File: src/common/cpu85_params.svh
`ifndef CPU85_PARAMS_SVH
`define CPU85_PARAMS_SVH

// ------------------------------------------------------------
// bus and register file geometry
// ------------------------------------------------------------

`define CPU85_ADDR_W 16 // external address bus
`define CPU85_DATA_W 8 // external data bus

// B C D E H L, the M slot, then A
`define CPU85_REG_CNT 8

// ------------------------------------------------------------
// reset behaviour
// ------------------------------------------------------------

`define CPU85_RESET_PC 16'h0000 // first opcode fetch address

`endif

File: src/common/bus_pkg.sv
`default_nettype none
`include "cpu85_params.svh"

package bus_pkg;

	typedef logic [`CPU85_ADDR_W-1:0] addr_t;
	typedef logic [`CPU85_DATA_W-1:0] data_t;

	typedef enum logic [2:0] {
		TS_TR = 3'd0, // reset
		TS_T1 = 3'd1, // address out, ale high
		TS_T2 = 3'd2, // strobe low
		TS_TW = 3'd3, // wait for ready
		TS_T3 = 3'd4, // data capture
		TS_T4 = 3'd5, // opcode decode
		TS_TT = 3'd6 // halted
	} tstate_t;

	typedef enum logic [1:0] {
		MC_OF = 2'd0, // opcode fetch
		MC_MR = 2'd1, // memory read
		MC_MW = 2'd2, // memory write
		MC_BIH = 2'd3 // halt, bus idle
	} mcycle_t;

	// {io/m_, s1, s0}
	typedef enum logic [2:0] {
		ST_HALT = 3'b000,
		ST_MW = 3'b001,
		ST_MR = 3'b010,
		ST_OF = 3'b011
	} status_t;

endpackage

`default_nettype wire

File: src/common/isa_pkg.sv
`default_nettype none

package isa_pkg;

	typedef enum logic [2:0] {
		R_B = 3'd0,
		R_C = 3'd1,
		R_D = 3'd2,
		R_E = 3'd3,
		R_H = 3'd4,
		R_L = 3'd5,
		R_M = 3'd6, // memory at hl, or an immediate byte
		R_A = 3'd7
	} reg_idx_t;

	// same encoding as the opcode's dst field
	typedef enum logic [2:0] {
		ALU_ADD = 3'd0,
		ALU_SUB = 3'd2,
		ALU_ANA = 3'd4,
		ALU_XRA = 3'd5,
		ALU_ORA = 3'd6,
		ALU_CMP = 3'd7
	} alu_op_t;

	typedef struct packed {
		logic s; // sign
		logic z; // zero
		logic c; // carry or borrow
	} flags_t;

	// ------------------------------------------------------------
	// opcode word, two ways of looking at the same 8 bits
	// ------------------------------------------------------------

	typedef struct packed {
		logic [1:0] grp;
		reg_idx_t dst; // also the alu operation
		reg_idx_t src;
	} mov_view_t;

	typedef struct packed {
		logic [1:0] grp;
		logic [2:0] cond; // {flag select, unused, sense}
		logic [2:0] low;
	} br_view_t;

	typedef union packed {
		mov_view_t mv;
		br_view_t br;
	} opcode_u;

endpackage

`default_nettype wire

File: src/control/cycle_sequencer.sv
`default_nettype none

module cycle_sequencer (
	input logic clk,
	input logic rst,
	input logic i_ready,
	input logic [2:0] i_cycle_count,
	input logic i_cycle_write,
	input logic i_is_halt,
	output bus_pkg::tstate_t o_tstate,
	output logic [2:0] o_cycle_idx,
	output logic o_ale,
	output logic o_rd_n,
	output logic o_wr_n,
	output bus_pkg::status_t o_status
);

	bus_pkg::tstate_t tstate_nx;
	bus_pkg::mcycle_t kind;
	bus_pkg::mcycle_t kind_nx;
	logic [2:0] idx_nx;
	logic last_cycle;
	logic strobe_nx;

	function automatic bus_pkg::status_t status_of(input bus_pkg::mcycle_t k);
		case (k)
			bus_pkg::MC_OF: status_of = bus_pkg::ST_OF;
			bus_pkg::MC_MR: status_of = bus_pkg::ST_MR;
			bus_pkg::MC_MW: status_of = bus_pkg::ST_MW;
			default: status_of = bus_pkg::ST_HALT;
		endcase
	endfunction

	assign last_cycle = (o_cycle_idx + 3'd1) == i_cycle_count;

	// ------------------------------------------------------------
	// next t-state and next machine cycle
	// ------------------------------------------------------------

	always_comb begin
		tstate_nx = o_tstate;
		idx_nx = o_cycle_idx;
		kind_nx = kind;
		case (o_tstate)
			bus_pkg::TS_TR: begin
				tstate_nx = bus_pkg::TS_T1;
				idx_nx = 3'd0;
				kind_nx = bus_pkg::MC_OF;
			end
			bus_pkg::TS_T1: tstate_nx = bus_pkg::TS_T2;
			bus_pkg::TS_T2, bus_pkg::TS_TW: begin
				tstate_nx = i_ready ? bus_pkg::TS_T3 : bus_pkg::TS_TW; // hold while not ready
			end
			bus_pkg::TS_T3, bus_pkg::TS_T4: begin
				if (o_tstate == bus_pkg::TS_T3 && kind == bus_pkg::MC_OF) begin
					tstate_nx = bus_pkg::TS_T4; // only a fetch has t4
				end else if (o_tstate == bus_pkg::TS_T4 && i_is_halt) begin
					tstate_nx = bus_pkg::TS_TT;
					kind_nx = bus_pkg::MC_BIH;
				end else begin
					tstate_nx = bus_pkg::TS_T1;
					if (last_cycle) begin
						idx_nx = 3'd0; // next instruction
						kind_nx = bus_pkg::MC_OF;
					end else begin
						idx_nx = o_cycle_idx + 3'd1;
						kind_nx = i_cycle_write ? bus_pkg::MC_MW : bus_pkg::MC_MR;
					end
				end
			end
			bus_pkg::TS_TT: tstate_nx = bus_pkg::TS_TT; // left only by reset
			default: tstate_nx = bus_pkg::TS_TR;
		endcase
	end

	assign strobe_nx = tstate_nx == bus_pkg::TS_T2 || tstate_nx == bus_pkg::TS_TW ||
		tstate_nx == bus_pkg::TS_T3;

	// ------------------------------------------------------------
	// state and pin registers
	// ------------------------------------------------------------

	always_ff @(posedge clk or posedge rst) begin
		if (rst) begin
			o_tstate <= bus_pkg::TS_TR;
			o_cycle_idx <= 3'd0;
			kind <= bus_pkg::MC_BIH;
			o_ale <= 1'b0;
			o_rd_n <= 1'b1;
			o_wr_n <= 1'b1;
			o_status <= bus_pkg::ST_HALT;
		end else begin
			o_tstate <= tstate_nx;
			o_cycle_idx <= idx_nx;
			kind <= kind_nx;
			o_ale <= tstate_nx == bus_pkg::TS_T1; // address latch pulse
			o_rd_n <= !(strobe_nx && kind_nx != bus_pkg::MC_MW);
			o_wr_n <= !(strobe_nx && kind_nx == bus_pkg::MC_MW);
			o_status <= status_of(kind_nx); // 000 once halted
		end
	end

endmodule

`default_nettype wire

File: src/control/instr_decoder.sv
`default_nettype none

module instr_decoder (
	input isa_pkg::opcode_u i_opcode,
	input isa_pkg::flags_t i_flags,
	input logic [2:0] i_cycle_idx,
	output logic [2:0] o_cycle_count,
	output logic o_cycle_write,
	output logic o_is_halt,
	output logic o_addr_sel_hl,
	output logic o_addr_sel_pc,
	output isa_pkg::reg_idx_t o_dst,
	output isa_pkg::reg_idx_t o_src,
	output isa_pkg::alu_op_t o_alu_op,
	output logic o_alu_en,
	output logic o_reg_we,
	output logic o_flag_we,
	output logic o_pc_load
);

	logic [1:0] grp;
	logic mem_dst, mem_src;
	logic is_mov, is_mvi, is_alu, is_imm;
	logic is_jmp, is_jcc, cond_true;
	logic [2:0] next_idx;
	logic last;

	always_comb begin
		grp = i_opcode.mv.grp;
		mem_dst = i_opcode.mv.dst == isa_pkg::R_M;
		mem_src = i_opcode.mv.src == isa_pkg::R_M;
		o_is_halt = grp == 2'b01 && mem_dst && mem_src; // mov m,m slot
		is_mov = grp == 2'b01 && !o_is_halt;
		is_mvi = grp == 2'b00 && mem_src;
		is_alu = grp == 2'b10 || (grp == 2'b11 && mem_src); // 11 ooo 110 is immediate
		is_imm = is_mvi || (is_alu && grp == 2'b11);

		// jumps read through the branch view
		is_jmp = i_opcode.br.grp == 2'b11 && i_opcode.br.cond == 3'b000 &&
			i_opcode.br.low == 3'b011;
		is_jcc = i_opcode.br.grp == 2'b11 && !i_opcode.br.cond[2] &&
			i_opcode.br.low == 3'b010; // nz z nc c only
		cond_true = (i_opcode.br.cond[1] ? i_flags.c : i_flags.z) == i_opcode.br.cond[0];

		if (is_jmp || is_jcc || (is_mvi && mem_dst)) begin
			o_cycle_count = 3'd3;
		end else if ((is_mov && (mem_src || mem_dst)) || is_mvi || (is_alu && mem_src)) begin
			o_cycle_count = 3'd2;
		end else begin
			o_cycle_count = 3'd1;
		end
		next_idx = i_cycle_idx + 3'd1;
		last = next_idx == o_cycle_count;

		// write flag for the cycle after the current one
		o_cycle_write = (is_mov && mem_dst && next_idx == 3'd1) ||
			(is_mvi && mem_dst && next_idx == 3'd2);

		o_addr_sel_hl = (i_cycle_idx == 3'd1 && (is_mov || (is_alu && grp == 2'b10))) ||
			(i_cycle_idx == 3'd2 && is_mvi);
		o_addr_sel_pc = !o_addr_sel_hl &&
			(i_cycle_idx == 3'd0 || is_imm || is_jmp || is_jcc);

		o_dst = is_alu ? isa_pkg::R_A : i_opcode.mv.dst;
		o_src = i_opcode.mv.src;
		o_alu_op = isa_pkg::alu_op_t'(i_opcode.mv.dst);
		o_alu_en = is_alu;
		o_reg_we = last && (((is_mov || is_mvi) && !mem_dst) || is_alu);
		o_flag_we = last && is_alu;
		o_pc_load = last && (is_jmp || (is_jcc && cond_true));
	end

endmodule

`default_nettype wire

File: src/datapath/alu.sv
`default_nettype none
`include "cpu85_params.svh"

module alu (
	input isa_pkg::alu_op_t i_op,
	input bus_pkg::data_t i_a,
	input bus_pkg::data_t i_b,
	output bus_pkg::data_t o_res,
	output isa_pkg::flags_t o_flags
);

	logic [`CPU85_DATA_W:0] wide; // extra bit is carry out

	always_comb begin
		case (i_op)
			isa_pkg::ALU_ADD: wide = {1'b0, i_a} + {1'b0, i_b};
			isa_pkg::ALU_SUB, isa_pkg::ALU_CMP: begin
				wide = {1'b0, i_a} - {1'b0, i_b}; // top bit set on borrow
			end
			isa_pkg::ALU_ANA: wide = {1'b0, i_a & i_b};
			isa_pkg::ALU_XRA: wide = {1'b0, i_a ^ i_b};
			isa_pkg::ALU_ORA: wide = {1'b0, i_a | i_b};
			default: wide = {1'b0, i_a}; // adc/sbb slots pass a
		endcase

		// compare sets flags only
		o_res = (i_op == isa_pkg::ALU_CMP) ? i_a : wide[`CPU85_DATA_W-1:0];

		o_flags.s = wide[`CPU85_DATA_W-1];
		o_flags.z = wide[`CPU85_DATA_W-1:0] == '0;
		o_flags.c = wide[`CPU85_DATA_W]; // always 0 for logic ops
	end

endmodule

`default_nettype wire

File: src/datapath/reg_file.sv
`default_nettype none
`include "cpu85_params.svh"

module reg_file (
	input logic clk,
	input logic rst,
	input bus_pkg::tstate_t i_tstate,
	input logic [2:0] i_cycle_idx,
	input bus_pkg::data_t i_din,
	input isa_pkg::reg_idx_t i_dst,
	input isa_pkg::reg_idx_t i_src,
	input logic i_reg_we,
	input logic i_flag_we,
	input logic i_pc_load,
	input logic i_alu_en,
	input logic i_addr_sel_hl,
	input logic i_addr_sel_pc,
	input bus_pkg::data_t i_alu_res,
	input isa_pkg::flags_t i_alu_flags,
	output isa_pkg::opcode_u o_opcode,
	output isa_pkg::flags_t o_flags,
	output bus_pkg::data_t o_acc,
	output bus_pkg::data_t o_operand,
	output bus_pkg::addr_t o_addr,
	output bus_pkg::data_t o_dout
);

	// slot M doubles as the low byte of the operand latch
	bus_pkg::data_t regs [`CPU85_REG_CNT];
	bus_pkg::data_t latch_hi;
	bus_pkg::addr_t pc;
	logic fetch_end, wr_slot, byte_in;

	assign fetch_end = i_tstate == bus_pkg::TS_T3 && i_cycle_idx == 3'd0;
	assign wr_slot = (i_tstate == bus_pkg::TS_T4 && i_cycle_idx == 3'd0) ||
		(i_tstate == bus_pkg::TS_T3 && i_cycle_idx != 3'd0); // t4, or t3 of later cycles
	assign byte_in = i_tstate == bus_pkg::TS_T3 && i_cycle_idx != 3'd0 && i_addr_sel_pc;

	always_ff @(posedge clk or posedge rst) begin
		if (rst) begin
			pc <= `CPU85_RESET_PC;
			o_opcode <= '0; // nop
		end else begin
			if (fetch_end) begin
				o_opcode <= i_din;
			end
			if (wr_slot && i_pc_load) begin
				pc <= {i_din, regs[isa_pkg::R_M]}; // jump target, high byte on the bus
			end else if (i_tstate == bus_pkg::TS_T3 && i_addr_sel_pc) begin
				pc <= pc + 1'b1; // opcode or operand byte consumed
			end
		end
	end

	always_ff @(posedge clk) begin
		if (wr_slot && i_reg_we) begin
			regs[i_dst] <= i_alu_en ? i_alu_res : o_operand;
		end
		if (wr_slot && i_flag_we) begin
			o_flags <= i_alu_flags;
		end
		if (byte_in) begin
			if (i_cycle_idx == 3'd1) begin
				regs[isa_pkg::R_M] <= i_din; // first operand byte
			end else begin
				latch_hi <= i_din;
			end
		end
	end

	// ------------------------------------------------------------
	// read side
	// ------------------------------------------------------------

	assign o_acc = regs[isa_pkg::R_A];
	assign o_dout = regs[i_src]; // immediate byte for mvi m
	assign o_operand = (i_src == isa_pkg::R_M) ? i_din : regs[i_src];

	assign o_addr = i_addr_sel_pc ? pc :
		i_addr_sel_hl ? {regs[isa_pkg::R_H], regs[isa_pkg::R_L]} :
		{latch_hi, regs[isa_pkg::R_M]};

endmodule

`default_nettype wire

File: src/cpu85_top.sv
`default_nettype none

module cpu85_top (
	input logic clk,
	input logic rst,
	input logic i_ready,
	input bus_pkg::data_t i_din,
	output bus_pkg::addr_t o_addr,
	output bus_pkg::data_t o_dout,
	output logic o_ale,
	output logic o_rd_n,
	output logic o_wr_n,
	output logic o_iom_n,
	output logic o_s1,
	output logic o_s0
);

	bus_pkg::tstate_t tstate;
	bus_pkg::status_t status;
	logic [2:0] cycle_idx, cycle_count;
	logic cycle_write, is_halt, addr_sel_hl, addr_sel_pc;
	logic alu_en, reg_we, flag_we, pc_load;
	isa_pkg::reg_idx_t dst, src;
	isa_pkg::alu_op_t alu_op;
	isa_pkg::opcode_u opcode;
	isa_pkg::flags_t flags, alu_flags;
	bus_pkg::data_t acc, operand, alu_res;

	// ------------------------------------------------------------
	// control
	// ------------------------------------------------------------

	cycle_sequencer cycle_sequencer_i (
		.clk(clk), .rst(rst), .i_ready(i_ready),
		.i_cycle_count(cycle_count), .i_cycle_write(cycle_write), .i_is_halt(is_halt),
		.o_tstate(tstate), .o_cycle_idx(cycle_idx),
		.o_ale(o_ale), .o_rd_n(o_rd_n), .o_wr_n(o_wr_n), .o_status(status)
	);

	instr_decoder instr_decoder_i (
		.i_opcode(opcode), .i_flags(flags), .i_cycle_idx(cycle_idx),
		.o_cycle_count(cycle_count), .o_cycle_write(cycle_write), .o_is_halt(is_halt),
		.o_addr_sel_hl(addr_sel_hl), .o_addr_sel_pc(addr_sel_pc),
		.o_dst(dst), .o_src(src), .o_alu_op(alu_op), .o_alu_en(alu_en),
		.o_reg_we(reg_we), .o_flag_we(flag_we), .o_pc_load(pc_load)
	);

	// ------------------------------------------------------------
	// datapath
	// ------------------------------------------------------------

	reg_file reg_file_i (
		.clk(clk), .rst(rst), .i_tstate(tstate), .i_cycle_idx(cycle_idx), .i_din(i_din),
		.i_dst(dst), .i_src(src), .i_reg_we(reg_we), .i_flag_we(flag_we),
		.i_pc_load(pc_load), .i_alu_en(alu_en),
		.i_addr_sel_hl(addr_sel_hl), .i_addr_sel_pc(addr_sel_pc),
		.i_alu_res(alu_res), .i_alu_flags(alu_flags),
		.o_opcode(opcode), .o_flags(flags), .o_acc(acc), .o_operand(operand),
		.o_addr(o_addr), .o_dout(o_dout)
	);

	alu alu_i (
		.i_op(alu_op), .i_a(acc), .i_b(operand), .o_res(alu_res), .o_flags(alu_flags)
	);

	assign o_iom_n = status[2]; // status pins
	assign o_s1 = status[1];
	assign o_s0 = status[0];

endmodule

`default_nettype wire

File: config.mk
export PLATFORM = sky130hd
export DESIGN_NAME = cpu85_top
export DESIGN_NICKNAME = d
export VERILOG_FILES = /design/src/common/bus_pkg.sv /design/src/common/isa_pkg.sv /design/src/control/cycle_sequencer.sv /design/src/control/instr_decoder.sv /design/src/datapath/alu.sv /design/src/datapath/reg_file.sv /design/src/cpu85_top.sv
export VERILOG_INCLUDE_DIRS = /design/src /design/src/common
export SDC_FILE = /design/constraint.sdc
export NUM_CORES = 1
export LEC_CHECK = 0
export BUFFER_PORTS_ARGS = -buffer_cell sky130_fd_sc_hd__buf_2
export CORE_ASPECT_RATIO = 0.6
export CORE_MARGIN = 1.5
export CORE_UTILIZATION = 55
export CTS_CLUSTER_DIAMETER = 40
export DETAILED_ROUTE_END_ITERATION = 10
export HOLD_SLACK_MARGIN = 0.1
export PLACE_DENSITY = 0.78
export SLEW_MARGIN = 10
export SYNTH_ARGS = -nofsm -noshare
export SYNTH_HDL_FRONTEND = slang
export SYNTH_SLANG_ARGS = --single-unit
File: constraint.sdc
create_clock -name clk -period 5.13 [get_ports clk]
set_clock_uncertainty 0.2 [all_clocks]
set_input_delay 0.513 -clock clk [delete_from_list [all_inputs] [get_ports clk]]
set_output_delay 0.513 -clock clk [all_outputs]
set_load 0.05 [all_outputs]
==> run_results.csv, run 1 <==
group,metric,value,unit
clock_network,cts_resized,0,
critical_path,timing.rr.end,"reg_file_i.regs[5][5]$_DFFE_PP_",
clock_network,htreeDepth,3,
cells_and_area,design_area,7929,um2
timing,worst_pin_slew,1.170,ns
global_route,grt_busiest_layer,"met1",
die,core_area,12850,um2
critical_path,start_kind,"register",
pwr,power_frac_comb,18.5,%
pwr,leakage,3.157,nW
yosys,syn_nets,723,
clock_network,clkTransAtPathRegs,0.07,ns
critical_path,reg2reg_depth,13,
timing,setup_viol,0,
global_route,grt_max_degree,48,
clock_network,clock_path_buffers,2,
pwr,power.density,255.1,nW/um2
timing,layout_min_cycle_time,4.764,ns
cells_and_area,antennaDiodeCount,0,
global_route,grt_overflow,0,
drt,routed_wl,21370,um
timing,rsz0062_at_grt,"false",
drt,wl_per_cell,23.94,um
cells_and_area,nets,760,
timing,hold_viol,0,
pwr,swShare,29.09,%
yosys,synth_edf_count,74,
pwr,clockPowerShare,32.9,%
timing,fin_crit_sh,92.86,%
yosys,syn_avg_cell_area,10.62,um2
critical_path,worstSetupEndpointType,"register",
cells_and_area,regArea,3153,um2
cells_and_area,final_core_util,61.69,%
global_route,met2_usage,42.43,%
drt,dr.pass1.iters,6,
critical_path,crit_arrival,4.56,ns
drt,routed_via_density,6.662,
cells_and_area,drive_gt1_share,18.67,%
global_route,grt_pass1_wl,32390,um
clock_network,cts_tree,"done",
die,ioPinCount,41,
critical_path,critPathRequiredTime,4.93,ns
pwr,switchingPower,0.5883,mW
global_route,met1_usage,50.18,%
drt,dr_total_vias,5949,
global_route,grt_pass1_vias,5553,
clock_network,clock_latency,0.35,ns
pwr,seqPwrFrac,48.6,%
worst_hold_path,hold_start,"i_din[0]",
yosys,ys_warn_count,0,
clock_network,clock-sinks,111,
drt,drt_iter0_markers,776,
yosys,syn_area,7232,um2
timing,tns,0,ns
place,gp_congestion,1.019,
place,dpl_cell_area,7647,um2
pwr,intPower,1.434,mW
pwr,ir_drop,179.8,uV
critical_path,worstPathMaxFanout,12,
die,initial_core_util,56.27,%
drt,ant_nets,0,
worst_hold_path,hp-class,"primary input to register",
timing,slew_headroom,21.89,%
critical_path,worstReg2RegStart,"reg_file_i.o_opcode[1]$_DFFE_PP0P_",
timing,final_max_slew_viol_count,0,
timing,max_freq,209.9,MHz
die,die-area,13870,um2
yosys,yosysUniqueCellTypes,83,
global_route,antenna_found_initial,0,
die,die_h,91.82,um
cells_and_area,layout_common_cells,"74 x edfxtp_1, 54 x nand2_1, 43 x o21ai_0, 41 x nor2_1, 39 x buf_2",
cells_and_area,multi_input_area,3781,um2
yosys,synth-main-ff-cell,"edfxtp_1",
cells_and_area,synthToLayoutAreaGrowth,9.637,%
die,rows,32,
clock_network,clockRootBuffer,"clkbuf_16",
critical_path,crit_start,"reg_file_i.o_opcode[1]$_DFFE_PP0P_",
yosys,synthCells,681,
yosys,ys_seq_area_share,43.60,%
die,dieWidth,151.0,um
drt,route.detailed.drc,0,
clock_network,postCtsSetupBuffers,0,
critical_path,endpoint,"reg_file_i.regs[5][5]$_DFFE_PP_",
run,maxCapViolations,0,
global_route,track_usage,31.84,%
yosys,ys_ff_latch,111,
cells_and_area,num-fill-cells,1046,
run_status,status,"finished, final reports clean",
yosys,async_reset_ff_share,33.33,%
place,port_buffers,39,
critical_path,rrSetupSlack,0.37,ns
global_route,use_met3,10.65,%
cells_and_area,final_common_cell,"edfxtp_1",
place,hpwl,16280,um
pwr,p_total,2.022,mW
clock_network,cts_buffers,9,
critical_path,critPathKind,"register to register",
==> through the flow <==
| step | cells | hold slack (ns) | setup slack [ns] |
|---|---|---|---|
| final | 893 | 0.2408 | 0.3661 |
| after global routing | 893 | 0.2305 | 0.06390 |
| after CTS | 893 | 0.2199 | 0.4599 |
| after detailed placement | 876 | 0.3335 | 0.4805 |
| after global placement | 876 | 0.3126 | 0.6766 |
| after floorplan | 681 | 0.2789 | 0.7720 |
==> Yosys cell counts, types with 17 or more instances <==
library cell,number,area (um2)
nor2b_1,19,118.9
edfxtp_1,74,2222
mux2_2,25,281.5
nor3_1,17,85.08
dfrtp_1,33,825.8
a21oi_1,27,135.1
nand2_1,54,202.7
o21ai_0,43,215.2
mux2i_1,31,310.3
xor2_1,17,148.9
clkbuf_1,18,67.56
nor2_1,42,157.7
ha_1,30,375.4
inv_1,32,120.1
==> worst max-delay path, stage by stage (launching register included) <==
cell and delay [ns]:
dfrtp_1 0.58, mux2_1 0.39, mux4_2 0.50, mux2i_2 0.19
ha_1 0.27, nand2_1 0.06, o21a_1 0.16, ha_1 0.23
nor2b_1 0.14, o21ai_0 0.27, a21oi_1 0.19, or3_1 0.38
a311oi_1 0.49, a21boi_0 0.38
==> routing by layer <==
metal  routed length (um)  up-vias
met2                 8662      378
li1                     -     2620
met3                 2946       33
met4                  238        0
met5                    0        -
met1                 9527     2918
==> flip-flops by register name (all words and copies together) (netlist names), 2 cells and up <==
| register | count |
|---|---|
| cycle_sequencer_i.kind | 2 |
| cycle_sequencer_i.o_status | 2 |
| reg_file_i.latch_hi | 8 |
| cycle_sequencer_i.o_cycle_idx | 3 |
| reg_file_i.pc | 16 |
| reg_file_i.o_flags | 2 |
| reg_file_i.regs | 64 |
| cycle_sequencer_i.o_tstate | 3 |
| reg_file_i.o_opcode | 8 |
==> power by group through the flow <==
stage	Combinational (mW)	Sequential, mW	Clock, mW
final	0.373	0.984	0.666
after global placement	0.353	1.00	0
after detailed placement	0.360	1.00	0
after CTS	0.362	0.983	0.667
after floorplan	0.256	0.994	0
after global routing	0.400	0.984	0.696
==> repair_timing <==
item	CTS	global route
hold buffers	1	0
setup endpoints to repair	0	0
endpoints found under the hold margin	20	0
==> final cells by class <==
type	count	share of cell area (%)
clock buffers	11	2.935
clock inverters	5	0.4892
inverters	34	1.610
multi-input cells	500	47.69
flip-flops and latches	111	39.77
well taps	170	2.683
repair buffers	62	4.829
==> kinds of logic after synthesis <==
| kind of cell | Yosys count | share of synthesized area (%) |
|---|---|---|
| and+or+nand+nor | 205 | 14.65 |
| AOI/OAI and AO/OA | 157 | 15.10 |
| DFF | 111 | 43.60 |
| muxes | 84 | 14.07 |
| buffers and inverters | 70 | 4.394 |
| adders and majority gates | 31 | 5.467 |
| xor gates and xnor gates | 22 | 2.664 |
| other | 1 | 0.05185 |
==> worst min-delay path by stage <==
stage	end	slack, ns	depth (start not counted)
2_1_floorplan	cycle_sequencer_i.o_rd_n$_DFF_PP1_	0.28	2
3_3_place_gp	cycle_sequencer_i.o_rd_n$_DFF_PP1_	0.31	2
3_5_place_dp	cycle_sequencer_i.o_rd_n$_DFF_PP1_	0.33	2
4_1_cts	reg_file_i.latch_hi[7]$_DFFE_PP_	0.22	1
5_1_grt	reg_file_i.latch_hi[0]$_DFFE_PP_	0.23	1
6_report	reg_file_i.latch_hi[0]$_DFFE_PP_	0.24	1
No activity file was read; power rests on OpenSTA's default activity.
==> run 2, diff against run 1 <==
Settings changed: SYNTH_HIERARCHICAL from default to 1.
==> run 2 against run 1 <==
Effect of this change: sequential share of layout area up 0.90 points; cell area down 2.2%; die area down 0.66%; synthesized cell count down 0.44%; via count down 4.9%; register-to-register slack worse by 0.04 ns; global-route usage down 2.7 points; critical path depth up 3; critical path type unchanged.
==> run_results.csv, run 2 <==
group,metric,value,unit
global_route,track_usage,29.17,%
cells_and_area,layout_common_cells,"77 x nand2_1, 74 x edfxtp_1, 51 x nor2_1, 46 x o21ai_0, 41 x inv_1",
cells_and_area,final_common_cell,"nand2_1",
cells_and_area,largest_registers,"reg_file_i/regs x64, reg_file_i/pc x16",
drt,dr_total_vias,5655,
cells_and_area,largest-register,"reg_file_i/regs",
die,initial_core_util,56.24,%
yosys,synthCells,678,
timing,layout_min_cycle_time,4.801,ns
timing,fin_ws,0.3293,ns
place,gp_congestion,0.9224,
timing,tns,0,ns
place,place_ws,0.4622,ns
cells_and_area,fin_cells,879,
timing,rsz0062_at_grt,"false",
cells_and_area,num-fill-cells,1026,
timing,whs,0.2274,ns
critical_path,critPathRequiredTime,5.01,ns
clock_network,cts_resized,0,
timing,slew_headroom,30.99,%
cells_and_area,largest_reg_flops,64,
clock_network,clock_latency,0.35,ns
drt,drt_iter0_markers,583,
run_status,status,"finished, final reports clean",
place,place_inst,862,
timing,worst_pin_slew,1.034,ns
drt,routed_wl,19220,um
clock_network,clock_path_buffers,2,
die,die-area,13780,um2
global_route,grt_pass1_vias,5360,
drt,wl_per_cell,21.87,um
die,ioPinCount,41,
drt,dr.pass1.iters,5,
cells_and_area,drive_gt1_share,17.35,%
run,maxCapViolations,0,
critical_path,crit_arrival,4.68,ns
clock_network,cts_hold_buffers,1,
clock_network,clockRootBuffer,"clkbuf_16",
die,rows,32,
place,hpwl,14590,um
drt,routed_via_density,6.433,
critical_path,worstSetupEndpointType,"register",
worst_hold_path,hp-class,"primary input to register",
drt,ant_nets,0,
cells_and_area,nets,747,
critical_path,critPathKind,"register to register",
global_route,grt_pass1_wl,29950,um
cells_and_area,synthToLayoutAreaGrowth,7.943,%
timing,final_max_slew_viol_count,0,
clock_network,cts_buffers,9,
timing,hold_viol,0,
die,dieWidth,150.5,um
clock_network,htreeDepth,3,
yosys,ys_warn_count,6,
timing,setup_viol,0,
global_route,antenna_found_initial,0,
yosys,syn_nets,721,
timing,max_freq,208.3,MHz
clock_network,clock-sinks,111,
global_route,grt_overflow,0,
clock_network,clkTransAtPathRegs,0.07,ns
place,port_buffers,39,
cells_and_area,antennaDiodeCount,0,
global_route,grt_max_degree,36,
clock_network,postCtsSetupBuffers,0,
critical_path,worstPathMaxFanout,20,
timing,fin_crit_sh,93.58,%
yosys,syn_avg_cell_area,10.59,um2
die,die_h,91.52,um
clock_network,cts_tree,"done",
critical_path,start_kind,"register",
drt,route.detailed.drc,0,
die,core_area,12770,um2
yosys,syn_area,7183,um2
run 2: layout make-up:
| class | instances | area (um2) | area share (%) |
|---|---|---|---|
| clock buffers | 9 | 225.2 | 2.905 |
| clock inverters | 7 | 72.57 | 0.9359 |
| inverters | 44 | 165.2 | 2.130 |
| multi-input cells | 484 | 3615 | 46.62 |
| flip-flops and latches | 111 | 3153 | 40.66 |
| well taps | 170 | 212.7 | 2.743 |
| repair buffers | 54 | 310.3 | 4.002 |
run 2: worst paths after layout:
kind                                                    start                                       to  slack, ns  cells after the start
setup / recovery           reg_file_i/o_opcode[2]$_DFFE_PP0P_          reg_file_i/regs[0][5]$_DFFE_PP_       0.33                     16
min in group asynchronous                                 rst  cycle_sequencer_i/o_status[0]$_DFF_PP0_       0.59                      3
max in group asynchronous                                 rst            reg_file_i/pc[10]$_DFFE_PP0P_       3.27                      3
hold reg to reg               reg_file_i/regs[6][1]$_DFFE_PP_             reg_file_i/pc[1]$_DFFE_PP0P_       0.33                      2
setup reg to reg           reg_file_i/o_opcode[2]$_DFFE_PP0P_          reg_file_i/regs[0][5]$_DFFE_PP_       0.33                     16
hold / removal                                       i_din[4]         reg_file_i/latch_hi[4]$_DFFE_PP_       0.23                      1
run 2: metrics by stage:
step / utilization, % / cell area (um2)
final: 60.71 / 7754
after global routing: 60.71 / 7754
after CTS: 60.71 / 7754
after detailed placement: 58.30 / 7446
after global placement: 58.30 / 7446
after floorplan: - / 7183
run 2: per-layer routing:
metal | part of all wire (%) | vias to the layer above | global-route usage, %
li1 | - | 2520 | -
met1 | 44 | 2781 | 45.02
met2 | 43 | 321 | 41.21
met3 | 11 | 33 | 6.131
met4 | 1.8 | 0 | 7.925
met5 | 0 | - | 0
run 2: worst max-delay path: stages (launching register included):
cell and delay (ns):
dfrtp_1 0.89, mux4_2 0.43, mux2i_1 0.26, nor2_1 0.11
a21o_1 0.23, inv_1 0.14, ha_1 0.18, a31oi_1 0.05
xnor2_1 0.18, ha_1 0.33, o21ai_0 0.16, a21oi_1 0.10
o21ai_0 0.24, mux2i_1 0.24, o211ai_2 0.12, mux2_1 0.34
mux2_2 0.33
Power of run 2 is not shown: default switching activity piles up to over one toggle a cycle in this logic, so the estimate is an artifact.
==> run 3, diff against run 2 <==
Settings changed: CORE_ASPECT_RATIO 0.6 to default, SYNTH_HIERARCHICAL 1 to default.
==> run 3 against run 2 <==
Effect of this change: register-to-register slack worse by 0.06 ns; worst setup slack worse by 0.064 ns; maximum frequency is 1.3% lower; routed wire length is 2.9% higher; clock-buffer cell count stayed put; hold slack better by 0.0049 ns; cell area is 2.4% higher; sequential share of layout area is 0.95 points lower; global-route usage is 0.29 points lower; flip-flop and latch count stayed put; first-iteration DRC count is 39% higher; non-clock buffer count is 7 higher; largest cell class unchanged.
==> run_results.csv, run 3 (synthesized netlist as in run 1, its figures left out) <==
group,metric,value,unit
run_status,status,"finished, final reports clean",
timing,setup_viol,0,
cells_and_area,largest_registers,"reg_file_i.regs x64, reg_file_i.pc x16",
drt,route.detailed.drc,0,
place,gp_congestion,0.9368,
clock_network,clockRootBuffer,"clkbuf_16",
cells_and_area,final_core_util,62.42,%
pwr,ir_drop,217.4,uV
place,hpwl,14590,um
timing,layout_min_cycle_time,4.864,ns
pwr,leakage,3.158,nW
die,dieWidth,117.7,um
drt,drt_iter0_markers,808,
pwr,power.density,254.9,nW/um2
clock_network,clock_latency,0.36,ns
die,initial_core_util,56.85,%
drt,routed_via_density,6.506,
timing,rsz0062_at_grt,"false",
cells_and_area,antennaDiodeCount,0,
cells_and_area,synthToLayoutAreaGrowth,9.810,%
timing,fin_ws,0.2657,ns
clock_network,cts_tree,"done",
die,die-area,13850,um2
timing,worst_pin_slew,0.8676,ns
cells_and_area,largest_reg_flops,64,
clock_network,clkTransAtPathRegs,0.07,ns
clock_network,cts_buffers,9,
cells_and_area,drive_gt1_share,18.98,%
cells_and_area,final_common_cell,"edfxtp_1",
timing,fin_crit_sh,94.82,%
timing,tns,0,ns
clock_network,htreeDepth,3,
run,maxCapViolations,0,
drt,ant_nets,0,
clock_network,clock_path_buffers,2,
place,place_ws,0.3914,ns
global_route,track_usage,28.89,%
timing,hold_viol,0,
critical_path,critPathKind,"register to register",
cells_and_area,num-fill-cells,1054,
drt,routed_wl,19770,um
critical_path,worstSetupEndpointType,"register",
critical_path,start_kind,"register",
die,rows,41,
global_route,grt_overflow,0,
drt,dr.pass1.iters,6,
die,ioPinCount,41,
global_route,grt_max_degree,48,
die,die_h,117.7,um
place,port_buffers,39,
timing,final_max_slew_viol_count,0,
critical_path,critPathRequiredTime,4.93,ns
die,core_area,12720,um2
critical_path,crit_arrival,4.66,ns
timing,slew_headroom,41.95,%
pwr,p_total,2.024,mW
global_route,antenna_found_initial,0,
clock_network,clock-sinks,111,
drt,dr_total_vias,5816,
timing,max_freq,205.6,MHz
global_route,grt_pass1_vias,5494,
critical_path,worstPathMaxFanout,14,
cells_and_area,largest-register,"reg_file_i.regs",
cells_and_area,nets,759,
timing,whs,0.2322,ns
drt,wl_per_cell,22.12,um
global_route,grt_pass1_wl,30950,um
cells_and_area,layout_common_cells,"74 x edfxtp_1, 54 x nand2_1, 43 x o21ai_0, 41 x nor2_1, 39 x buf_2",
worst_hold_path,hp-class,"primary input to register",
-- run 3: cell count changes in the layout (fill, tap and decap cells not counted), moves of 7 or more --
cell     before  now
nand2_1      77   54
xnor2_1      18    5
o21ai_1      13    1
mux2_4        0   10
nor2_1       51   41
a21oi_1      18   27
inv_1        41   32
nor2b_1      10   19
mux2_1        2   10
mux2_2       17   25
mux4_1        8    0
xor2_1        9   17
nor3_1       10   17
-- run 3: final cells by class --
type                            instances  area (um2)  area share (%)
Sequential cell                       111        3154           39.72
Clock buffer                            9       225.2           2.836
Timing Repair Buffer                   61       375.4           4.727
Inverter                               34       127.6           1.607
Tap cell                              172       215.2           2.710
Clock inverter                          7       62.56          0.7878
Multi-Input combinational cell        500        3781           47.61
-- run 3: power by group --
group / switching, mW / internal (mW)
clock network: 0.341 / 0.341
logic: 0.233 / 0.124
registers: 0.0118 / 0.973
-- run 3: worst paths after layout --
path | startpoint | to | slack [ns] | depth (start not counted)
worst max-delay path | reg_file_i.o_opcode[1]$_DFFE_PP0P_ | reg_file_i.regs[7][6]$_DFFE_PP_ | 0.27 | 14
worst min-delay path | i_din[0] | reg_file_i.latch_hi[0]$_DFFE_PP_ | 0.23 | 1
worst max register to register | reg_file_i.o_opcode[1]$_DFFE_PP0P_ | reg_file_i.regs[7][6]$_DFFE_PP_ | 0.27 | 14
worst min register to register | cycle_sequencer_i.kind[1]$_DFF_PP1_ | cycle_sequencer_i.o_rd_n$_DFF_PP1_ | 0.31 | 2
max in group asynchronous | rst | reg_file_i.o_opcode[0]$_DFFE_PP0P_ | 3.75 | 4
min in group asynchronous | rst | cycle_sequencer_i.o_cycle_idx[0]$_DFFE_PP0P_ | 0.62 | 4
-- run 3: metrics by stage --
step           cells  cell area (um2)
2_1_floorplan    681             7232
6_report         894             7941
3_5_place_dp     877             7642
3_3_place_gp     877             7642
5_1_grt          894             7941
4_1_cts          894             7940
-- run 3: worst max-delay path, cell delays in order (launching register included) --
cell       delay [ns]
dfrtp_1          0.62
buf_12           0.21
mux2_1           0.35
mux4_2           0.52
mux2i_4          0.29
nand2_1          0.13
o21ai_0          0.25
xnor2_1          0.10
ha_1             0.36
o21a_1           0.16
nor4b_1          0.05
a2111oi_0        0.46
nand3_1          0.18
o21ai_0          0.25
o21ai_0          0.35
-- run 3: timing repair --
| item | 4_1_cts | 5_1_grt |
|---|---|---|
| endpoints found under the hold margin | 33 | 0 |
| endpoints found under the setup margin | 0 | 7 |
| buffers inserted | 0 | 0 |
| hold buffers | 1 | 0 |
| resized for setup | 0 | 1 |
-- run 3: routing by layer --
| layer | share of wire, % | up-vias | track usage, % | wire length [um] |
|---|---|---|---|---|
| li1 | - | 2615 | - | - |
| met1 | 41 | 2826 | 40.59 | 8172 |
| met2 | 46 | 320 | 45.65 | 9174 |
| met3 | 9.3 | 55 | 5.669 | 1847 |
| met4 | 2.9 | 0 | 8.460 | 575 |
| met5 | 0 | - | 0 | 0 |
